$ cat src/logic/cmd_pkg.sv
package cmd_pkg;

    localparam int word_w     = 16;   // Memory word.
    localparam int data_w     = 32;   // Register value.
    localparam int addr_w     = 10;   // 1024 words in each memory.
    localparam int reg_addr_w = 14;

    // Opcode field is bits 15:14 of a command word.
    localparam logic [1:0] op_write = 2'b10;
    localparam logic [1:0] op_read  = 2'b00;

    localparam int out_limit = 800;   // Result pointer that ends a run.

    localparam int reg_count = 16;
    localparam int reg_sel_w = $clog2(reg_count);   // Address bits the bank decodes.
    localparam int reg_wait  = 2;
    localparam int wait_w    = $clog2(reg_wait + 1);

endpackage

$ cat src/logic/list_pointers.sv
`timescale 1ns/1ps

module list_pointers (
    input  logic                       clk,
    input  logic                       rst,
    input  logic                       clear_ptrs,
    input  logic                       load_len,
    input  logic                       in_step,
    input  logic                       out_step,
    input  logic [cmd_pkg::word_w-1:0] len_word,
    output logic [cmd_pkg::addr_w-1:0] in_ptr,
    output logic [cmd_pkg::addr_w-1:0] out_ptr,
    output logic                       in_room,
    output logic                       out_room
);

    logic [cmd_pkg::word_w-1:0] list_len;

    always_ff @(posedge clk)
    begin
        if (rst || clear_ptrs)
        begin
            in_ptr   <= '0;
            list_len <= '0;
        end
        else if (load_len)
        begin
            list_len <= len_word;
            in_ptr   <= cmd_pkg::addr_w'(1);   // First command follows the header.
        end
        else if (in_step)
        begin
            in_ptr <= in_ptr + 1'b1;
        end
    end

    always_ff @(posedge clk)
    begin
        if (rst || clear_ptrs)
            out_ptr <= '0;
        else if (out_step)
            out_ptr <= out_ptr + 1'b1;
    end

    assign in_room  = int'(in_ptr) < int'(list_len);   // Header word counts in L.
    assign out_room = int'(out_ptr) < cmd_pkg::out_limit;

    // A read that passes the check just below the limit still stores both
    // halves of its value, so the pointer may run two words past out_limit.
    out_ptr_bound: assert property (@(posedge clk) disable iff (rst)
        out_step |-> int'(out_ptr) < cmd_pkg::out_limit + 2)
        else $error("result pointer stepped past its bound");

endmodule

$ cat config.mk
export PLATFORM = sky130hd
export DESIGN_NAME = list_pointers
export DESIGN_NICKNAME = d
export VERILOG_FILES = /design/src/logic/cmd_pkg.sv /design/src/logic/list_pointers.sv
export SDC_FILE = /design/constraint.sdc
export NUM_CORES = 1
export LEC_CHECK = 0
export BUFFER_PORTS_ARGS = -buffer_cell sky130_fd_sc_hd__buf_4
export CAP_MARGIN = 20
export CORE_MARGIN = 2
export CORE_UTILIZATION = 55
export DETAILED_ROUTE_END_ITERATION = 8
export PLACE_DENSITY = 0.82
export SYNTH_ARGS = -nofsm -noshare
export SYNTH_HDL_FRONTEND = slang
export SYNTH_SLANG_ARGS = --single-unit
$ cat constraint.sdc
create_clock -name clk -period 2.3 [get_ports clk]
set_clock_uncertainty 0.05 [all_clocks]
set_input_delay 0.345 -clock clk [delete_from_list [all_inputs] [get_ports clk]]
set_output_delay 0.345 -clock clk [all_outputs]
set_load 0.02 [all_outputs]
; Yosys cells after proc, flatten, opt, wreduce, memory -nomap -nowiden
; Cells that the tools add are included.
[word_totals]
ff_bits = 36
wordCells = 13
in_bits = 22
[op_classes]
order_cmp = 2
n_mux = 2
reduce_logical = 3
n_addsub = 2
[op_table]
columns = operator, n
row1 = adder 10 x 1 -> 10 bit (second input constant), 2
row2 = less-than comparator 10 x 16 -> 1 bit, 1
row3 = less-than comparator 10 bit (second input constant), 1
row4 = two-way mux 1 bit, 2
row5 = nonzero test 2 bit, 1
row6 = OR reduction 2 bit, 1
row7 = logical OR 1 bit, 1

; Longest topological paths before layout
[depth]
depth_word = 3
ltp_mapped = 6

; Worst setup path after synthesis
; No wires, ideal clock.
[synth_timing]
kind = register -> output
startpoint = register in_ptr[6] (netlist bit)
endpoint = output port in_room
setup_slack_ns = 0.413
required_ns = 1.905
path_stages_with_launch = 5
n_path_buf = 0
arrival_time_ns = 1.492
path_cell_list = dfxtp_1 ha_1 and4_1 a211oi_1 a311o_1
[synth_via]
elab_chain_len = 1
[synth_rtl]
columns = element, line
row1 = "start, declared", list_pointers.sv:11  ; output logic [cmd_pkg::addr_w-1:0] in_ptr,
row2 = "start signal, assigned", list_pointers.sv:29  ; in_ptr <= cmd_pkg::addr_w'(1);
row3 = "start signal, assigned", list_pointers.sv:33  ; in_ptr <= in_ptr + 1'b1;
row4 = less-than comparator 10 x 16 -> 1 bit, list_pointers.sv:45  ; assign in_room = int'(in_ptr) < int'(list_len);
row5 = "end, declared", list_pointers.sv:13  ; output logic in_room,
; No other way between the ends.

; Worst setup path in the final report
[layout_timing]
startpoint = register list_len[6] (netlist bit)
endpoint = output port in_room
[layout_via]
elab_chain_len = 1
[layout_rtl]
columns = element, line
row1 = "start, declared", list_pointers.sv:17  ; logic [cmd_pkg::word_w-1:0] list_len;
row2 = "start signal, assigned", list_pointers.sv:28  ; list_len <= len_word;
row3 = less-than comparator 10 x 16 -> 1 bit, list_pointers.sv:45
; No other way between the ends.

==> reports/results.ini <==
[status]
status=finished with violations
failed_checks=design-rule violations

[die]
io_pins=44
row_count=19
core_area_sq_um=2810
initial_core_util=0.589
fp.dieH_microns=58.8
dieArea_sq_um=3460
die_x_microns=58.8

[timing]
tightest_slew_ns=0.509
final.min_clock_period_ns=2.22
whs_ns=0.172
finalCritPeriodShare=0.967
hold_viol_final=0
setup_viol=0
max-slew-margin-rel=0.661
fmax_mhz=450
maxSlewViolCount=0

[routing]
drt.antenna.violating_nets=0
drt-initial-drc-count=47
routed_wl_mm=3.50
drc=1
vias=1411
routed_via_density=5.53
drtPass1Iterations=6
wl_per_cell_microns=13.7

[cells_and_area]
nNetsFinal=256
drive_above_1_share=0.313
fin_util=0.740
finalNonFillerCells=255
area.growth.synth_to_final_pct=25.7
antenna-diode-count=0

[pwr]
p_per_area_nw_per_um2=529
p_leak_nw=0.885
vdd_drop_max_mv=0.422

[critical_path]
criticalPathCategory=reg2out
worst_setup_path_end_kind=output port
crit_end=in_room
arrival_ns=1.83
critPathBufInv=2
slowest_delay_ns=0.39
r2r_cells=5
r2r_end=out_ptr[8]
crit_slowest_cell=a311o_1
cp-start-kind=flop
r2r_start=out_ptr[0]
path_cells=inv_2, ha_4, a21oi_1, nor2b_1, o21ai_1, a311o_1, buf_6
path_max_fanout=2
reg2reg_setup_slack_ns=0.76
required_ns=1.90
worstSetupPathDepth=7
crit_family=compound AO/OA/AOI/OAI gates
crit_start=list_len[6]

[cts]
insertion_delay_ns=0.34
cts_buffer_depth=2
cts_tree=yes
cts_buffers=5
clock-sinks=36
cts_setup_buffers=0
htreeDepth=2
cts_root_buffer=clkbuf_4
path_clk_slew_ns=0.12

[synth]
ys.flop_type=dfxtp_1
synth_most_common_cell=dfxtp_1
async_reset_ff_frac=0
synth_area_leaders=dfxtp_1 44%, mux2i_1 11%, ha_1 8.3%
synthesis.area_sq_um=1650
synth_simple_gate_area_frac=0.197
synth.avg_cell_area_sq_um=9.18
synth_top_area_cell=dfxtp_1
synth_top_area_share=0.436
yosys.area_share.adder=0.0833
synthMuxAreaShare=0.109
synth_compound_area_frac=0.0666
ys_warn_count=0
synthXorXnorAreaFrac=0.0689
syn_inst=180
synth_seq_cells=36
seq_area_frac_synth=0.436
ys_types=30
synth_top_family_by_area=simple AND/OR/NAND/NOR gates
syn_nets=213
ys_top_cells_by_count=36 x dfxtp_1, 34 x nor2_1, 18 x mux2i_1
synth_edf_count=0

[grt]
grt_use_total=0.219
grt_pass1_wl_mm=5.78
globalRouteMet3Util=0.0703
antenna_found_initial=0
grt.overflow.total=0
grt_pass1_vias=1376
use_met2=0.392
grt_busiest_layer=met2
grt_use_met1=0.236
grt_max_degree=28

[placed_design]
dp_hpwl_mm=2.56
gp_congestion=0.827
dp.cells=247
io_buffers=43

[worst_hold_path]
hold_class=in2reg

[job]
maxCapViolCount=0

[what timing repair did]
action	CTS	global route
gates resized for setup	3	15
hold buffers	0	0
setup endpoints to repair	1	1
cloned	0	0
pin swaps	0	3
[per-stage QoR]
step	total power, mW	area (sq um)	TNS [ns]	setup slack (ns)
finish	1.10	2080	0	0.0757
global route	1.14	2080	-0.00490	-0.00490
CTS	1.09	2050	0	0.00782
detailed placement	0.768	1980	0	0.330
global placement	0.763	1980	0	0.474
floorplan	0.720	1650	0	0.413
[metal layers]
metal  vias to the layer above  wire (microns)
met1                       661            1490
li1                        703               -
met3                        11             160
met2                        36            1760
met5                         -               0
met4                         0              88
[sequential cells by signal, summed over array words and instances (netlist names)]
| signal | cells |
|---|---|
| list_len | 16 |
| in_ptr | 10 |
| out_ptr | 10 |
[area by class of cell]
cell class	count	area (sq um)
fill	203	728
clock inverter	3	18.8
tap	31	38.8
sequential	36	734
timing repair buffer	43	327
inverter	9	33.8
clock buffer	5	37.5
multi-input combinational	128	887
[where the power goes]
group	internal (mW)	switching, mW	total (mW)
combinational	0.0618	0.0540	0.116
clock	0.117	0.223	0.340
sequential	0.635	0.00846	0.644
[worst min-delay path: stages]
cell     delay (ns)
buf_4          0.08
mux2i_1        0.05
nor2_1         0.07
[worst min path at each step]
| stage | from | endpoint | slack, ns | cells past startpoint |
|---|---|---|---|---|
| 6_report | len_word[7] | list_len[7] | 0.17 | 3 |
| 2_1_floorplan | list_len[14] | list_len[14] | 0.40 | 2 |
| 3_3_place_gp | list_len[11] | list_len[11] | 0.42 | 2 |
| 4_1_cts | len_word[7] | list_len[7] | 0.17 | 3 |
| 5_1_grt | len_word[0] | list_len[0] | 0.18 | 3 |
| 3_5_place_dp | list_len[0] | list_len[0] | 0.43 | 2 |
[cells by family after synthesis]
group                    count (synthesis)
AO/OA/AOI/OAI                           19
XOR/XNOR                                13
adder cells (fa/ha/maj)                 11
buffers and inverters                   16
flip-flops                              36
multiplexers                            18
AND/OR/NAND/NOR                         67
[placed cells by master (no fill, tap or decap), drive strengths merged, types with 2 or more instances in the layout]
master	n
nand4	5
buf	43
mux2i	18
nand2	10
inv	9
or3	6
a21oi	6
xor2	8
nand3	2
nor2	34
dfxtp	36
nor3	3
clkbuf	5
o21ai	9
clkinv	3
ha	11
xnor2	5
Power figures use the tool's default switching activity.
