## config.mk

```make
export PLATFORM = sky130hd
export DESIGN_NAME = reg_bank
export DESIGN_NICKNAME = d
export VERILOG_FILES = /design/src/logic/cmd_pkg.sv /design/src/logic/reg_bank.sv
export SDC_FILE = /design/constraint.sdc
export NUM_CORES = 1
export LEC_CHECK = 0
export BUFFER_PORTS_ARGS = -buffer_cell sky130_fd_sc_hd__buf_2
export CAP_MARGIN = 5
export CELL_PAD_IN_SITES_DETAIL_PLACEMENT = 0
export CELL_PAD_IN_SITES_GLOBAL_PLACEMENT = 1
export CORE_MARGIN = 3
export CORE_UTILIZATION = 45
export CTS_BUF_LIST = sky130_fd_sc_hd__clkbuf_4
export DETAILED_ROUTE_END_ITERATION = 10
export PLACE_DENSITY = 0.79
export SYNTH_ARGS = -nofsm -noshare
export SYNTH_HDL_FRONTEND = slang
export SYNTH_SLANG_ARGS = --single-unit
```

## constraint.sdc

```tcl
create_clock -name clk -period 8.39 [get_ports clk]
set_clock_uncertainty 0.2 [all_clocks]
set_input_delay 1.678 -clock clk [delete_from_list [all_inputs] [get_ports clk]]
set_output_delay 1.678 -clock clk [all_outputs]
set_load 0.005 [all_outputs]
```

## src/logic/cmd_pkg.sv

```systemverilog
package cmd_pkg;

    localparam int word_w     = 16;   // Memory word.
    localparam int data_w     = 32;   // Register value.
    localparam int addr_w     = 10;   // 1024 words in each memory.
    localparam int reg_addr_w = 14;

    // Opcode field is bits 15:14 of a command word.
    localparam logic [1:0] op_write = 2'b10;
    localparam logic [1:0] op_read  = 2'b00;

    localparam int out_limit = 800;   // Result pointer that ends a run.

    localparam int reg_count = 16;
    localparam int reg_sel_w = $clog2(reg_count);   // Address bits the bank decodes.
    localparam int reg_wait  = 2;
    localparam int wait_w    = $clog2(reg_wait + 1);

endpackage

```

## src/logic/reg_bank.sv

```systemverilog
`timescale 1ns/1ps

module reg_bank (
    input  logic                           clk,
    input  logic                           rst,
    input  logic [cmd_pkg::reg_addr_w-1:0] reg_addr,
    input  logic                           reg_rd,
    input  logic                           reg_wr,
    input  logic [cmd_pkg::data_w-1:0]     reg_writedata,
    output logic                           reg_ready,
    output logic [cmd_pkg::data_w-1:0]     reg_readdata
);

    logic [cmd_pkg::data_w-1:0]    regs [0:cmd_pkg::reg_count-1];
    logic [cmd_pkg::wait_w-1:0]    wait_cnt;
    logic [cmd_pkg::reg_sel_w-1:0] sel;
    logic                          req;
    logic                          last_wait;

    assign sel       = reg_addr[cmd_pkg::reg_sel_w-1:0];   // Upper bits alias.
    assign req       = reg_rd || reg_wr;
    assign last_wait = int'(wait_cnt) == cmd_pkg::reg_wait;

    // Ready comes reg_wait+1 cycles after the request rises and lasts one cycle.
    always_ff @(posedge clk)
    begin
        if (rst)
        begin
            wait_cnt  <= '0;
            reg_ready <= 1'b0;
        end
        else if (reg_ready)
        begin
            wait_cnt  <= '0;
            reg_ready <= 1'b0;
        end
        else if (req)
        begin
            if (last_wait)
                reg_ready <= 1'b1;
            else
                wait_cnt <= wait_cnt + 1'b1;
        end
    end

    always_ff @(posedge clk)
    begin
        if (req && !reg_ready && last_wait)
            reg_readdata <= regs[sel];   // Valid in the ready cycle.
    end

    always_ff @(posedge clk)
    begin
        if (rst)
        begin
            for (int i = 0; i < cmd_pkg::reg_count; i++)
                regs[i] <= '0;
        end
        else if (reg_ready && reg_wr)
        begin
            regs[sel] <= reg_writedata;
        end
    end

    ready_needs_req: assert property (@(posedge clk) disable iff (rst)
        reg_ready |-> req)
        else $error("ready raised without a request");

endmodule

```

* Yosys cells after proc, flatten, opt, wreduce, memory -nomap -nowiden
Memories as Yosys holds them, arrays and structs flattened. A register that Yosys moved wholly into a read port is not among the register bits. Index checks and enable logic that the tools add are counted.
Word-level totals: output and inout bits 33, bits in latches 0, bits in read-only memories 0, memories kept 1, flip-flop bits (word level) 3, bits in writable memories 512
Operators by class: order comparisons 0, $mul 0, div/mod/pow operators 0, $add $sub $neg 1, equal/unequal tests 1, muxes and demuxes 9, bitwise operators 2, shifts and indexed selects 0, reductions and logical operators 9
Memory list:
- regs | depth 16, width 32, read ports 1, clocked after Yosys merged registers in 1, wr ports 16, line reg_bank.sv:14 | logic [cmd_pkg::data_w-1:0] regs [0:cmd_pkg::reg_count-1];
Operator list (number):
- $mux W32 | 1
- $reduce_or A32 Y1 | 1
- $mux W1 | 7
- $mux W4 | 1
- $logic_and A1 B1 Y1 | 3
- $reduce_or A3 Y1 | 1
- $add A2 B1 Y2 const B | 1
- $eq A2 B2 Y1 const B | 1
- $not A1 Y1 | 2
- $reduce_and A2 Y1 | 1
- $reduce_or A2 Y1 | 1
- $logic_not A1 Y1 | 1
- $logic_or A1 B1 Y1 | 1

* Longest topological paths before layout
word-level depth 6, depth in mapped cells 7, gate-level depth less buffers 5

* Least setup slack after synthesis
No wires, ideal clock.
path type input to register, start input reg_wr, end register reg_readdata[0] (netlist name), read port of regs (enable), stages 2, setup slack 3.593 ns, buffers on the path 0, arrival 4.127 ns, cell sequence nor2_1 nor3b_1
Between the ends: longest elaborated chain between the ends 3
RTL lines:
- start, declared | line reg_bank.sv:8 | input logic reg_wr,
- $logic_or A1 B1 Y1 | line reg_bank.sv:21 | assign req = reg_rd || reg_wr;
- $logic_and A1 B1 Y1 (2 in a row) | line reg_bank.sv:48 | if (req && !reg_ready && last_wait)
- end, declared | line reg_bank.sv:11 | output logic [cmd_pkg::data_w-1:0] reg_readdata
Every way passes these cells. A chain may end at the register's enable or synchronous reset.

==> run summary <==
In this run the worst path has a maximum fanout of 71. The cell area after layout came out at 25850 um^2. After synthesis the netlist holds a flip-flop and latch count of between 500 and 600. The required time of the critical path is 8.66 ns. The setup-violating endpoint count in the final report is 0. The post-route antenna net violation count came out at 0. The count of H-tree levels built during CTS came out at 4. The total routing usage reported by global routing came out at 21.65%. After layout, the worst path uses 50.62% of the clock period. In this run the register-to-register setup slack is 5.12 ns.

In the post-synthesis netlist, the cell with the most instances is sky130_fd_sc_hd__edfxtp_1. The startpoint identified for the worst register-to-register timing path is reg_ready$_SDFF_PP0_. The type of the most critical hold path is reg2reg.

The share of layout cells above drive strength 1 is between 20% and 30%. The net count after synthesis is 1623. The dominant cell type by area after synthesis is sky130_fd_sc_hd__edfxtp_1. Among all flip-flop cells after synthesis, the most frequent one is sky130_fd_sc_hd__edfxtp_1. Dividing the detail-routed via count by the number of cells gives 5.691. For this block, the routed nets add up to around 58000 um of wire.

The design internal power came out at 4443 uW. After synthesis, the netlist uses 29 different library cells. Ranked by instance count, the synthesized netlist is headed by 544 x sky130_fd_sc_hd__edfxtp_1, 516 x sky130_fd_sc_hd__nor2_1, 161 x sky130_fd_sc_hd__nand2_1.

The total CTS buffers is 141. The worst setup path is captured at a flip-flop. The top-level I/O count is 83. The cell row count came out at slightly above 80. The number of iterations in the first detailed-routing pass came out at 5. The synthesized area divided by synthesized cell count came out at 14.73 um^2. The share of the Yosys chip area taken by registers is a little over two thirds. By area the synthesized netlist is led by sky130_fd_sc_hd__edfxtp_1 71%, sky130_fd_sc_hd__mux4_2 12%, sky130_fd_sc_hd__nor2_1 8.4%. The total negative setup slack is 0 ns. The post-synthesis to final-layout area growth came out at 11.62%. In this design, the stage delay of the slowest critical-path cell is 0.82 ns.

The total of warnings raised by yosys is 0. The count of instances resized after the clock tree is built is 0. The core box area came out at around 50000 um^2. For this run the aggregate overflow at the end of global routing stands at 0.

Counting cells, the worst reg-to-reg path comes to 4. The count of vias placed by the detailed router is 14.04k. The terminus of the critical flop-to-flop path is regs[5][21]$_SDFFCE_PN0P_. The critical path is of the in2reg type.

Data on the critical path arrives at its endpoint at ~4.5 ns. The power dissipated by switching net loads is 1362 uW. The count of port buffers added during placement is 72. Summing all placed instances gives a cell area of 24140 um^2. The initial DRC count came out at approximately 1.5k. The number of max-capacitance violations reported came out at 0. The fraction of power spent switching nets is about a quarter.

In this run, post-CTS hold repair placed 0 buffers. The number of enable flip-flop cells after synthesis is 544. The worst slew margin relative to its limit came out at 23.87%. Routability-driven placement finished with a final weighted congestion of 0.7238. Traced cell by cell, the critical path runs through clkbuf_8, inv_2, or3_4, o21bai_4, buf_4.

The cell sitting at the root of the clock tree is a sky130_fd_sc_hd__clkbuf_4. The final critical delay including setup and external delays came out at 4.247 ns. Following the worst setup path forward leads to its endpoint at regs[5][21]$_SDFFCE_PN0P_. The combined area of all synthesized cells came out at 23160 um^2.

Entering global routing, the biggest net connects 77 pins. The via count of the first global-routing pass is approximately 15k. The die height came out at 232.8 um. The die span in x is 232.8 um. The clock share of power is 37.7%. The share of the core filled with cells in the final layout is between 50% and 60%. The wire length of the first global-routing pass came out at 86600 um. The CTS tree is done. The final count of pins violating max slew came out at 0. The portion of synthesized cell area occupied by the leading cell type is 70.55%.

The floorplan die area is 54210 um^2. The initial standard-cell utilization of the core is a little under half. The gate count after technology mapping came out at 1572. The number of sinks driven by the clock tree is between 500 and 600. The combinational cell fraction of total power came out at 7.6%.

IR analysis of the VDD net gives a maximum drop of 0.1602 mV. Sequential cells burn 54.7% of the power. For this run, design rule violations remaining after detail routing come to 0. The achievable frequency came out at 235.4 MHz.

The proportion of register bits with asynchronous set or reset after synthesis came out at 0%. The final layout net count is 1747. The timing startpoint of the critical path is reg_addr[0]. The slowest stage of the critical path belongs to the cell sky130_fd_sc_hd__or3_4. The cell leakage power is 0.008800 uW. The worst-case clock buffer depth is 3.

Setup repair after global routing left no endpoint under its margin. The per-cell routed wire length is ~23 um. The kind of start point of the critical path is an input pin. The run finished with clean final reports. The total setup buffers inserted after CTS came out at 0. The clock network latency to the later pin of the worst-skew pair came out at 0.85 ns. The final hold violation count came out at 0.

The HPWL after detailed placement is 29500 um. The initial antenna violation count came out at 5. The pin slew with the least headroom to its limit is 1.142 ns. The total power divided by cell area came out at between 200 and 250 nW/um^2. Clock-pin slew was measured on the worst setup and hold paths at 0.07 ns.
==> layout make-up <==
class / count / area (um^2)
antenna: 4 / 10.01
clock buffer: 200 / 1501
inverter: 2 / 7.507
timing repair buffer: 99 / 578.1
multi-input combinational: 905 / 6316
fill: 4323 / 24630
clock inverter: 37 / 197.7
sequential: 547 / 16400
tap: 672 / 840.8
==> sequential cells by signal (all words and copies together) (netlist names) <==
signal,flops
regs,512
reg_readdata,32
wait_cnt,2
reg_ready,1
==> layer usage <==
layer	vias to the layer above	track usage [%]	routed length, um
met5	-	0	7
met4	2	5.908	993
met3	93	5.852	5634
met2	705	35.13	28450
met1	7121	29.01	22620
li1	6114	-	-
==> placed cells by master, fill, tap and decap left out, drive strengths merged <==
cell / instances
a2111oi: 1
a21o: 8
a22oi: 64
and2: 1
buf: 98
bufinv: 2
clkbuf: 201
clkinv: 29
dfxtp: 3
diode: 4
edfxtp: 544
ha: 1
inv: 8
mux4: 128
nand2: 161
nand2b: 3
nand3b: 1
nand4b: 1
nor2: 516
nor2b: 3
nor3: 2
nor3b: 1
o21ba: 1
o21bai: 8
or2: 2
or3: 2
xnor2: 1
==> worst max-delay path, delay by kind of cell <==
| family | cells | cell delay (ns) |
|---|---|---|
| AO/OA/AOI/OAI | 1 | 0.74 |
| AND/OR/NAND/NOR | 1 | 0.82 |
| buffers and inverters | 3 | 1.20 |
==> cell families after synthesis <==
| logic type | after synthesis | share of synthesized area, % |
|---|---|---|
| AO/OA/AOI/OAI | 82 | 2.675 |
| XOR/XNOR | 1 | 0.03783 |
| adder cells (fa/ha/maj) | 1 | 0.05402 |
| buffers and inverters | 120 | 2.561 |
| flip-flops | 547 | 70.81 |
| multiplexers | 128 | 12.45 |
| AND/OR/NAND/NOR | 693 | 11.42 |
==> worst min path at each step <==
stage	from	to	slack (ns)	cells past startpoint
final	wait_cnt[1]$_SDFFE_PP0P_	wait_cnt[1]$_SDFFE_PP0P_	0.34	2
after floorplan	wait_cnt[1]$_SDFFE_PP0P_	wait_cnt[1]$_SDFFE_PP0P_	0.28	2
after CTS	wait_cnt[1]$_SDFFE_PP0P_	wait_cnt[1]$_SDFFE_PP0P_	0.33	2
after global placement	wait_cnt[1]$_SDFFE_PP0P_	wait_cnt[1]$_SDFFE_PP0P_	0.30	2
after detailed placement	wait_cnt[1]$_SDFFE_PP0P_	wait_cnt[1]$_SDFFE_PP0P_	0.31	2
after global routing	wait_cnt[0]$_SDFFE_PP0P_	wait_cnt[0]$_SDFFE_PP0P_	0.38	2
==> stage by stage <==
| step | cells | power (uW) | worst slack (ns) | hold WS [ns] |
|---|---|---|---|---|
| 2_1_floorplan | 1572 | 3485 | 3.593 | 0.2823 |
| 3_3_place_gp | 2225 | 3668 | 3.245 | 0.2952 |
| 3_5_place_dp | 2225 | 3680 | 3.252 | 0.3147 |
| 4_1_cts | 2462 | 5854 | 4.128 | 0.3284 |
| 5_1_grt | 2464 | 6040 | 4.028 | 0.3752 |
| 6_report | 2466 | 5805 | 4.143 | 0.3387 |
==> power by group through the flow <==
stage / logic (uW) / clock network [uW] / registers [uW]
floorplan: 259 / 0 / 3230
global placement: 443 / 0 / 3220
detailed placement: 448 / 0 / 3230
CTS: 450 / 2230 / 3170
global route: 480 / 2380 / 3180
finish: 441 / 2190 / 3170
Power figures use the tool's default switching activity.
