<file path="config.mk">
export PLATFORM = sky130hd
export DESIGN_NAME = cmd_sequencer
export DESIGN_NICKNAME = d
export VERILOG_FILES = /design/src/logic/cmd_pkg.sv /design/src/logic/cmd_sequencer.sv
export SDC_FILE = /design/constraint.sdc
export NUM_CORES = 1
export LEC_CHECK = 0
export ABC_AREA = 1
export BUFFER_PORTS_ARGS = -buffer_cell sky130_fd_sc_hd__buf_2
export CORE_MARGIN = 10
export CORE_UTILIZATION = 30
export CTS_CLUSTER_DIAMETER = 150
export DETAILED_ROUTE_END_ITERATION = 10
export SETUP_SLACK_MARGIN = 0.4
export SLEW_MARGIN = 20
export SYNTH_ARGS = -nofsm -noshare
export SYNTH_HDL_FRONTEND = slang
export SYNTH_SLANG_ARGS = --single-unit
export TNS_END_PERCENT = 5
</file>
<file path="constraint.sdc">
create_clock -name clk -period 6.3 [get_ports clk]
set_clock_uncertainty 0.2 [all_clocks]
set_input_delay 0.63 -clock clk [delete_from_list [all_inputs] [get_ports clk]]
set_output_delay 0.63 -clock clk [all_outputs]
set_load 0.02 [all_outputs]
</file>
<file path="src/logic/cmd_pkg.sv">
package cmd_pkg;

    localparam int word_w     = 16;   // Memory word.
    localparam int data_w     = 32;   // Register value.
    localparam int addr_w     = 10;   // 1024 words in each memory.
    localparam int reg_addr_w = 14;

    // Opcode field is bits 15:14 of a command word.
    localparam logic [1:0] op_write = 2'b10;
    localparam logic [1:0] op_read  = 2'b00;

    localparam int out_limit = 800;   // Result pointer that ends a run.

    localparam int reg_count = 16;
    localparam int reg_sel_w = $clog2(reg_count);   // Address bits the bank decodes.
    localparam int reg_wait  = 2;
    localparam int wait_w    = $clog2(reg_wait + 1);

endpackage

</file>
<file path="src/logic/cmd_sequencer.sv">
`timescale 1ns/1ps

module cmd_sequencer (
    input  logic                           clk,
    input  logic                           rst,
    input  logic                           start_valid,
    output logic                           busy,
    output logic                           done,
    output logic                           err,
    output logic [cmd_pkg::addr_w-1:0]     out_len,
    input  logic [cmd_pkg::word_w-1:0]     cmd_q,
    output logic                           res_we,
    output logic [cmd_pkg::word_w-1:0]     res_d,
    output logic                           clear_ptrs,
    output logic                           load_len,
    output logic                           in_step,
    output logic                           out_step,
    input  logic [cmd_pkg::addr_w-1:0]     in_ptr,
    input  logic [cmd_pkg::addr_w-1:0]     out_ptr,
    input  logic                           in_room,
    input  logic                           out_room,
    output logic [cmd_pkg::reg_addr_w-1:0] reg_addr,
    output logic                           reg_rd,
    output logic                           reg_wr,
    output logic [cmd_pkg::data_w-1:0]     reg_writedata,
    input  logic                           reg_ready,
    input  logic [cmd_pkg::data_w-1:0]     reg_readdata
);

    typedef enum logic [3:0] {
        st_idle,
        st_len_fetch,
        st_cmd_check,
        st_cmd_decode,
        st_wr_high,
        st_wr_low,
        st_wr_wait,
        st_rd_wait,
        st_res_high,
        st_res_low
    } state_t;

    state_t                     state;
    state_t                     next_state;
    logic [1:0]                 opcode;
    logic [1:0]                 cmd_op;
    logic [cmd_pkg::word_w-1:0] list_len;
    logic [cmd_pkg::data_w-1:0] write_val;
    logic [cmd_pkg::data_w-1:0] read_val;
    logic                       start;
    logic                       run_ok;
    logic                       run_end;
    logic                       len_miss;
    logic                       req_wait;

    assign cmd_op   = cmd_q[15:14];
    assign start    = (state == st_idle) && start_valid && !busy;
    assign run_ok   = in_room && out_room;
    assign run_end  = (state == st_cmd_check) && !run_ok;
    assign len_miss = int'(in_ptr) != int'(list_len);   // List not consumed exactly.
    assign req_wait = (state == st_wr_wait) || (state == st_rd_wait);

    always_comb
    begin
        next_state = state;
        case (state)
            st_idle:
                if (start)
                    next_state = st_len_fetch;
            st_len_fetch:
                next_state = st_cmd_check;
            st_cmd_check:
                next_state = run_ok ? st_cmd_decode : st_idle;
            st_cmd_decode:
                if (cmd_op == cmd_pkg::op_write)
                    next_state = st_wr_high;
                else if (cmd_op == cmd_pkg::op_read)
                    next_state = st_rd_wait;
                else
                    next_state = st_cmd_check;   // Marks are only echoed.
            st_wr_high:
                next_state = st_wr_low;
            st_wr_low:
                next_state = st_wr_wait;
            st_wr_wait:
                if (reg_ready)
                    next_state = st_cmd_check;
            st_rd_wait:
                if (reg_ready)
                    next_state = st_res_high;
            st_res_high:
                next_state = st_res_low;
            st_res_low:
                next_state = st_cmd_check;
            default:
                next_state = st_idle;
        endcase
    end

    always_ff @(posedge clk)
    begin
        if (rst)
            state <= st_idle;
        else
            state <= next_state;
    end

    always_ff @(posedge clk)
    begin
        if (rst)
        begin
            busy    <= 1'b0;
            done    <= 1'b0;
            err     <= 1'b0;
            out_len <= '0;
        end
        else
        begin
            done <= 1'b0;
            if (start)
                busy <= 1'b1;
            else if (done)
                busy <= 1'b0;   // Falls the cycle after done.
            if (run_end)
            begin
                done    <= 1'b1;
                err     <= len_miss;
                out_len <= len_miss ? '0 : out_ptr;
            end
        end
    end

    always_ff @(posedge clk)
    begin
        if (state == st_len_fetch)
            list_len <= cmd_q;
        if (state == st_cmd_decode)
        begin
            opcode   <= cmd_op;
            reg_addr <= cmd_q[cmd_pkg::reg_addr_w-1:0];
        end
        if (state == st_wr_high)
            write_val[cmd_pkg::data_w-1 -: cmd_pkg::word_w] <= cmd_q;
        if (state == st_wr_low)
            write_val[cmd_pkg::word_w-1:0] <= cmd_q;
        if (reg_rd && reg_ready)
            read_val <= reg_readdata;   // Held until both halves are stored.
    end

    // Rewinding at the end leaves word 0 on cmd_q for the next start.
    assign clear_ptrs = run_end;
    assign load_len   = (state == st_len_fetch);

    // Steps land a cycle ahead of the registered read, so the high and low
    // words of a write reach cmd_q in st_wr_high and st_wr_low.
    assign in_step = (state == st_cmd_check && run_ok)
                  || (state == st_cmd_decode && cmd_op == cmd_pkg::op_write)
                  || (state == st_wr_high);

    assign res_we   = (state == st_cmd_decode) || (state == st_res_high)
                   || (state == st_res_low);
    assign out_step = res_we;

    always_comb
    begin
        case (state)
            st_res_high: res_d = read_val[cmd_pkg::data_w-1 -: cmd_pkg::word_w];
            st_res_low:  res_d = read_val[cmd_pkg::word_w-1:0];
            default:     res_d = cmd_q;   // Command echo.
        endcase
    end

    // Request type comes from the opcode latched at decode.
    assign reg_rd        = req_wait && (opcode == cmd_pkg::op_read);
    assign reg_wr        = req_wait && (opcode == cmd_pkg::op_write);
    assign reg_writedata = write_val;

    req_held: assert property (@(posedge clk) disable iff (rst)
        (reg_rd || reg_wr) && !reg_ready |=> (reg_rd || reg_wr) && $stable(reg_addr)
            && $stable(reg_writedata))
        else $error("register request changed before ready");

    req_only_busy: assert property (@(posedge clk) disable iff (rst)
        (reg_rd || reg_wr) |-> busy)
        else $error("register request outside a run");

endmodule

</file>
# == Yosys cells after proc, flatten, opt, wreduce, memory -nomap -nowiden ==
# Index checks and enable logic that the tools add are counted.
# op_classes
n_mul,0
bitwise,0
n_lt_le_gt_ge,0
n_shift,0
eq_ne,15
reduce_logical,22
n_mux,12
div,0
add_sub_neg,0
# op_table
operator,n
$pmux W4 S9,1
$pmux W16 S2,1
$eq A4 B3 Y1 const B,4
$ne A11 B16 Y1,1
$mux W4,3
$mux W10,1
$logic_and A1 B1 Y1,9
$eq A4 B2 Y1 const B,2
$eq A4 B4 Y1 const B,2
$mux W3,2
$ne A2 B2 Y1 const B,3
$logic_or A1 B1 Y1,5
$eq A2 B2 Y1 const B,2
$eq A4 B1 Y1 const B,1
$logic_not A2 Y1,2
$logic_not A4 Y1,1
$mux W1,3
$reduce_and A3 Y1,1
$logic_not A1 Y1,2
$mux W2,1
$reduce_bool A2 Y1,1
$reduce_or A2 Y1,1
# word_totals
ramBits,0
latch_bits,0
n_memories,0
romBits,0
in_bits,74
register_bits,113

# == Depth between registers and ports, before layout ==
# depth
depth_word,5
depth_mapped,10

# == Worst setup path before layout ==
# Ideal clock, no wire load.
# synth_path
kind,reg2reg
from,register state[2]
to,"register read_val[0] (netlist name), enable pin"
stages_incl_launch_ff,5
t_arrival_ps,3851
setup_time_ps,501
required_time_ps,5599
slack_ps,1747
period_less_slack_ps,4553
path_cell_list,dfxtp_1 > inv_1 > nor2_1 > nand2_1 > nor4_1
# synth_between
elab_chain_cells,4
elab_cells_between_ends,5
cone_classes,eq/ne (2); reduce/logical (3)
# synth_rtl
element,line_no,text
"start, declared",cmd_sequencer.sv:43,state_t state;
"start signal, assigned",cmd_sequencer.sv:103,state <= st_idle;
"start signal, assigned",cmd_sequencer.sv:105,state <= next_state;
$eq A4 B3 Y1,cmd_sequencer.sv:61,assign req_wait = (state == st_wr_wait) || (state == st_rd_wait);
$logic_or A1 B1 Y1 *,cmd_sequencer.sv:61,
$logic_and A1 B1 Y1 *,cmd_sequencer.sv:174,assign reg_rd = req_wait && (opcode == cmd_pkg::op_read);
$logic_and A1 B1 Y1 *,cmd_sequencer.sv:146,if (reg_rd && reg_ready)
"end signal, assigned",cmd_sequencer.sv:147,read_val <= reg_readdata;
"end, declared",cmd_sequencer.sv:49,logic [cmd_pkg::data_w-1:0] read_val;
# Mark *: on every way between the ends. The rest lies on a longest branch, timed or not.
# A chain may end at the register's enable or synchronous reset.

# == Worst setup path after layout ==
# layout_path
from,register state[0]
to,output in_step
# layout_between
elab_chain_cells,4
elab_cells_between_ends,7
cone_classes,eq/ne (3); reduce/logical (4)
# layout_rtl
element,line_no,text
"$eq A4 B2 Y1, on equally long branches","cmd_sequencer.sv:156, cmd_sequencer.sv:157",
"$logic_and A1 B1 Y1, on equally long branches","cmd_sequencer.sv:156, cmd_sequencer.sv:157",
$logic_or A1 B1 Y1,cmd_sequencer.sv:157,|| (state == st_cmd_decode && cmd_op == cmd_pkg::op_write)
$logic_or A1 B1 Y1 *,cmd_sequencer.sv:158,|| (state == st_wr_high);
"end, declared",cmd_sequencer.sv:16,"output logic in_step,"
# Marked as above.

==> results.yml <==
detailed_routing:
  detail-route-antenna-nets: 0
  wl_per_cell_um: 16.6
  num_vias: 3013
  drt_iter0_drc: 224
  dr.pass1.iters: 4
  wl_um: 11600
  drcViolationCount: 0
  vias_per_cell: 4.31
sta:
  fin_crit_sh: 0.558
  hold_violations: 0
  slew_viol_final: 0
  fin_setup_tns_ns: 0
  tightestPinTransition_ns: 0.997
  period_minus_slack_ns: 3.52
  slew_headroom: 0.335
  fin_ws_ns: 2.78
  max_freq_mhz: 284
  setup_violations: 0
  rsz0062_at_grt: "no"
critical_path:
  r2r-start: "state[0]"
  worstPathCellList: "nand2_1, nor2_2, inv_1, o311ai_1, buf_2"
  cp_slowest_stage_delay_ns: 0.81
  ff2ff_setup_slack_ns: 3.95
  required_ns: 5.47
  slowest_stage: "nor2_2"
  endpoint_kind: "output port"
  worstPathMaxFanout: 19
  rr_worst_depth: 6
  path_class: "flip-flop to output port"
  r2r-end: "state[1]"
  startpoint_type: "flip-flop"
  arrival_ns: 2.69
  crit_start: "state[0]"
power:
  p_per_area_mw_per_mm2: 313
  ir_worst_vdd_v: 0.000164
  clockPowerShare: 0.457
  power_switching_share: 0.217
  internal_power_uw: 1410
  power_frac_comb: 0.073
  seqPwrFrac: 0.471
  leakage_uw: 0.00256
  p_switching_uw: 392
clocking:
  cts-hold-fix-buffers: 0
  clkTransAtPathRegs_ns: 0.05
  cts_buffer_depth: 2
  cts_tree: "yes"
  clk_latency_ns: 0.41
  cts.sinks: 113
  root_buffer: "clkbuf_16"
  ctsResizeCount: 0
  cts_buffers: 17
  cts_setup_buffers: 0
  cts-htree-levels: 4
synth:
  synth.avg_cell_area_sq_um: 12.7
  synth_fp_nets: 411
  ys_warn_count: 0
  syn_inst: 337
  synth_flop_cell: "edfxtp_1"
  async_flop_share: 0
  ys_types: 31
  yosys_register_bits: 113
  synth_area_sq_mm: 0.00429
  seq_area_frac_synth: 0.752
  synth_enable_flop_cells: 96
grt:
  grt.total_usage: 0.120
  grt_max_degree: 33
  first_global_vias: 3273
  grt_pass1_wl_um: 18000
  grt.overflow.total: 0
  grt_antenna_before_repair: 0
hold_path:
  min_path_cells: 1
  min-delay-start: "reg_readdata[31]"
  hp-class: "primary input to flip-flop"
  holdPathEnd: "read_val[31]"
floorplanning:
  die_w_um: 140
  start_util: 0.308
  die_area_sq_mm: 0.0195
  dieHeight_um: 140
  row_count: 43
  core_sq_mm: 0.0139
  ios: 156
placed_design:
  dpl.hpwl_um: 8880
  dp.cells: 667
  io_buffers: 155
  detailedPlace.worstSlack_ns: 3.09
  place_congestion: 0.771
run_status:
  status: "completed"
cells_and_area:
  syn_to_final_growth_pct: 34.6
  fin_cells: 699
  drive_above_1_share: 0.375
  num-nets-final: 580
run:
  cap_violations: 0
## layer usage
| layer | vias to the layer above | share of wire | GRT usage |
|---|---|---|---|
| met5 | - | 0 | 0 |
| met4 | 0 | 0.019 | 0.0614 |
| met3 | 15 | 0.066 | 0.0456 |
| met2 | 115 | 0.49 | 0.197 |
| met1 | 1405 | 0.42 | 0.133 |
| li1 | 1478 | - | - |
## sequential cells by signal, summed over array words and instances, names as in the netlist
name           count
list_len          16
out_len           10
done               1
reg_writedata     32
err                1
reg_addr          14
read_val          32
opcode             2
busy               1
state              4
## cell families (layout without fill, tap and decap cells)
kind of cell,after synthesis,after routing,synth area share
xor+xnor,1,1,0.00204
mux,10,10,0.0233
simple gates,147,147,0.151
buf+inv,50,231,0.0499
flops,113,113,0.752
compound gates,16,16,0.0225
other cells,0,1,0
## worst max path at each step
stage / slack [ns] / end
3_3_place_gp: 3.18 / in_step
2_1_floorplan: 1.75 / read_val[0]
6_report: 2.78 / in_step
3_5_place_dp: 3.09 / in_step
5_1_grt: 2.53 / in_step
4_1_cts: 2.66 / in_step
## cell type report
type / instances / area (sq um)
antenna: 1 / 2.50
clock buffer: 21 / 440
clock inverter: 10 / 70.1
fill: 1314 / 8160
inverter: 43 / 161
multi-input combinational: 174 / 860
sequential: 113 / 3220
tap: 180 / 225
timing repair buffer: 157 / 791
## cell usage after synthesis, types with 2 or more instances
cell | number | area [sq um]
a21oi_1 | 5 | 25.0
buf_4 | 3 | 22.5
buf_6 | 2 | 22.5
dfxtp_1 | 17 | 340
edfxtp_1 | 96 | 2880
inv_1 | 38 | 143
inv_2 | 5 | 18.8
mux2i_1 | 10 | 100
nand2_1 | 91 | 342
nand3_1 | 17 | 85.1
nand4_1 | 2 | 12.5
nor2_1 | 25 | 93.8
nor3_1 | 3 | 15.0
o211ai_1 | 2 | 15.0
o21ai_0 | 5 | 25.0
## power groups by stage
stage / Clock [uW] / Sequential, uW / Combinational, uW
4_1_cts: 848 / 849 / 135
5_1_grt: 889 / 851 / 147
2_1_floorplan: 0 / 866 / 67.7
3_5_place_dp: 0 / 864 / 134
6_report: 824 / 849 / 131
3_3_place_gp: 0 / 862 / 132
## metrics by stage
stage / util / instance area [sq um] / hold slack [ns] / total power, uW
floorplan: - / 4290 / 0.340 / 934
global placement: 0.377 / 5260 / 0.253 / 995
detailed placement: 0.377 / 5260 / 0.261 / 998
CTS: 0.414 / 5770 / 0.173 / 1830
global route: 0.414 / 5770 / 0.173 / 1890
finish: 0.414 / 5770 / 0.200 / 1800
## critical path, delay by kind of cell (launching register included)
kind / cells / cell delay, ns
buf+inv: 2 / 0.42
compound gates: 1 / 0.30
simple gates: 2 / 0.97
flops: 1 / 0.60
## placed cells by master (no fill, tap or decap), types with 2 or more instances in the layout
master,netlist,routed
buf_2,0,155
edfxtp_1,96,96
nand2_1,91,91
inv_1,38,38
nor2_1,25,24
nand3_1,17,17
dfxtp_1,17,17
clkbuf_16,0,17
mux2i_1,10,10
inv_2,5,5
o21ai_0,5,5
a21oi_1,5,5
clkinv_2,0,5
clkinv_1,0,4
clkbuf_1,1,4
nor3_1,3,3
nor2_2,1,2
o211ai_1,2,2
nand4_1,2,2
buf_4,3,2
Note: power is estimated with default switching activity, not from simulation.
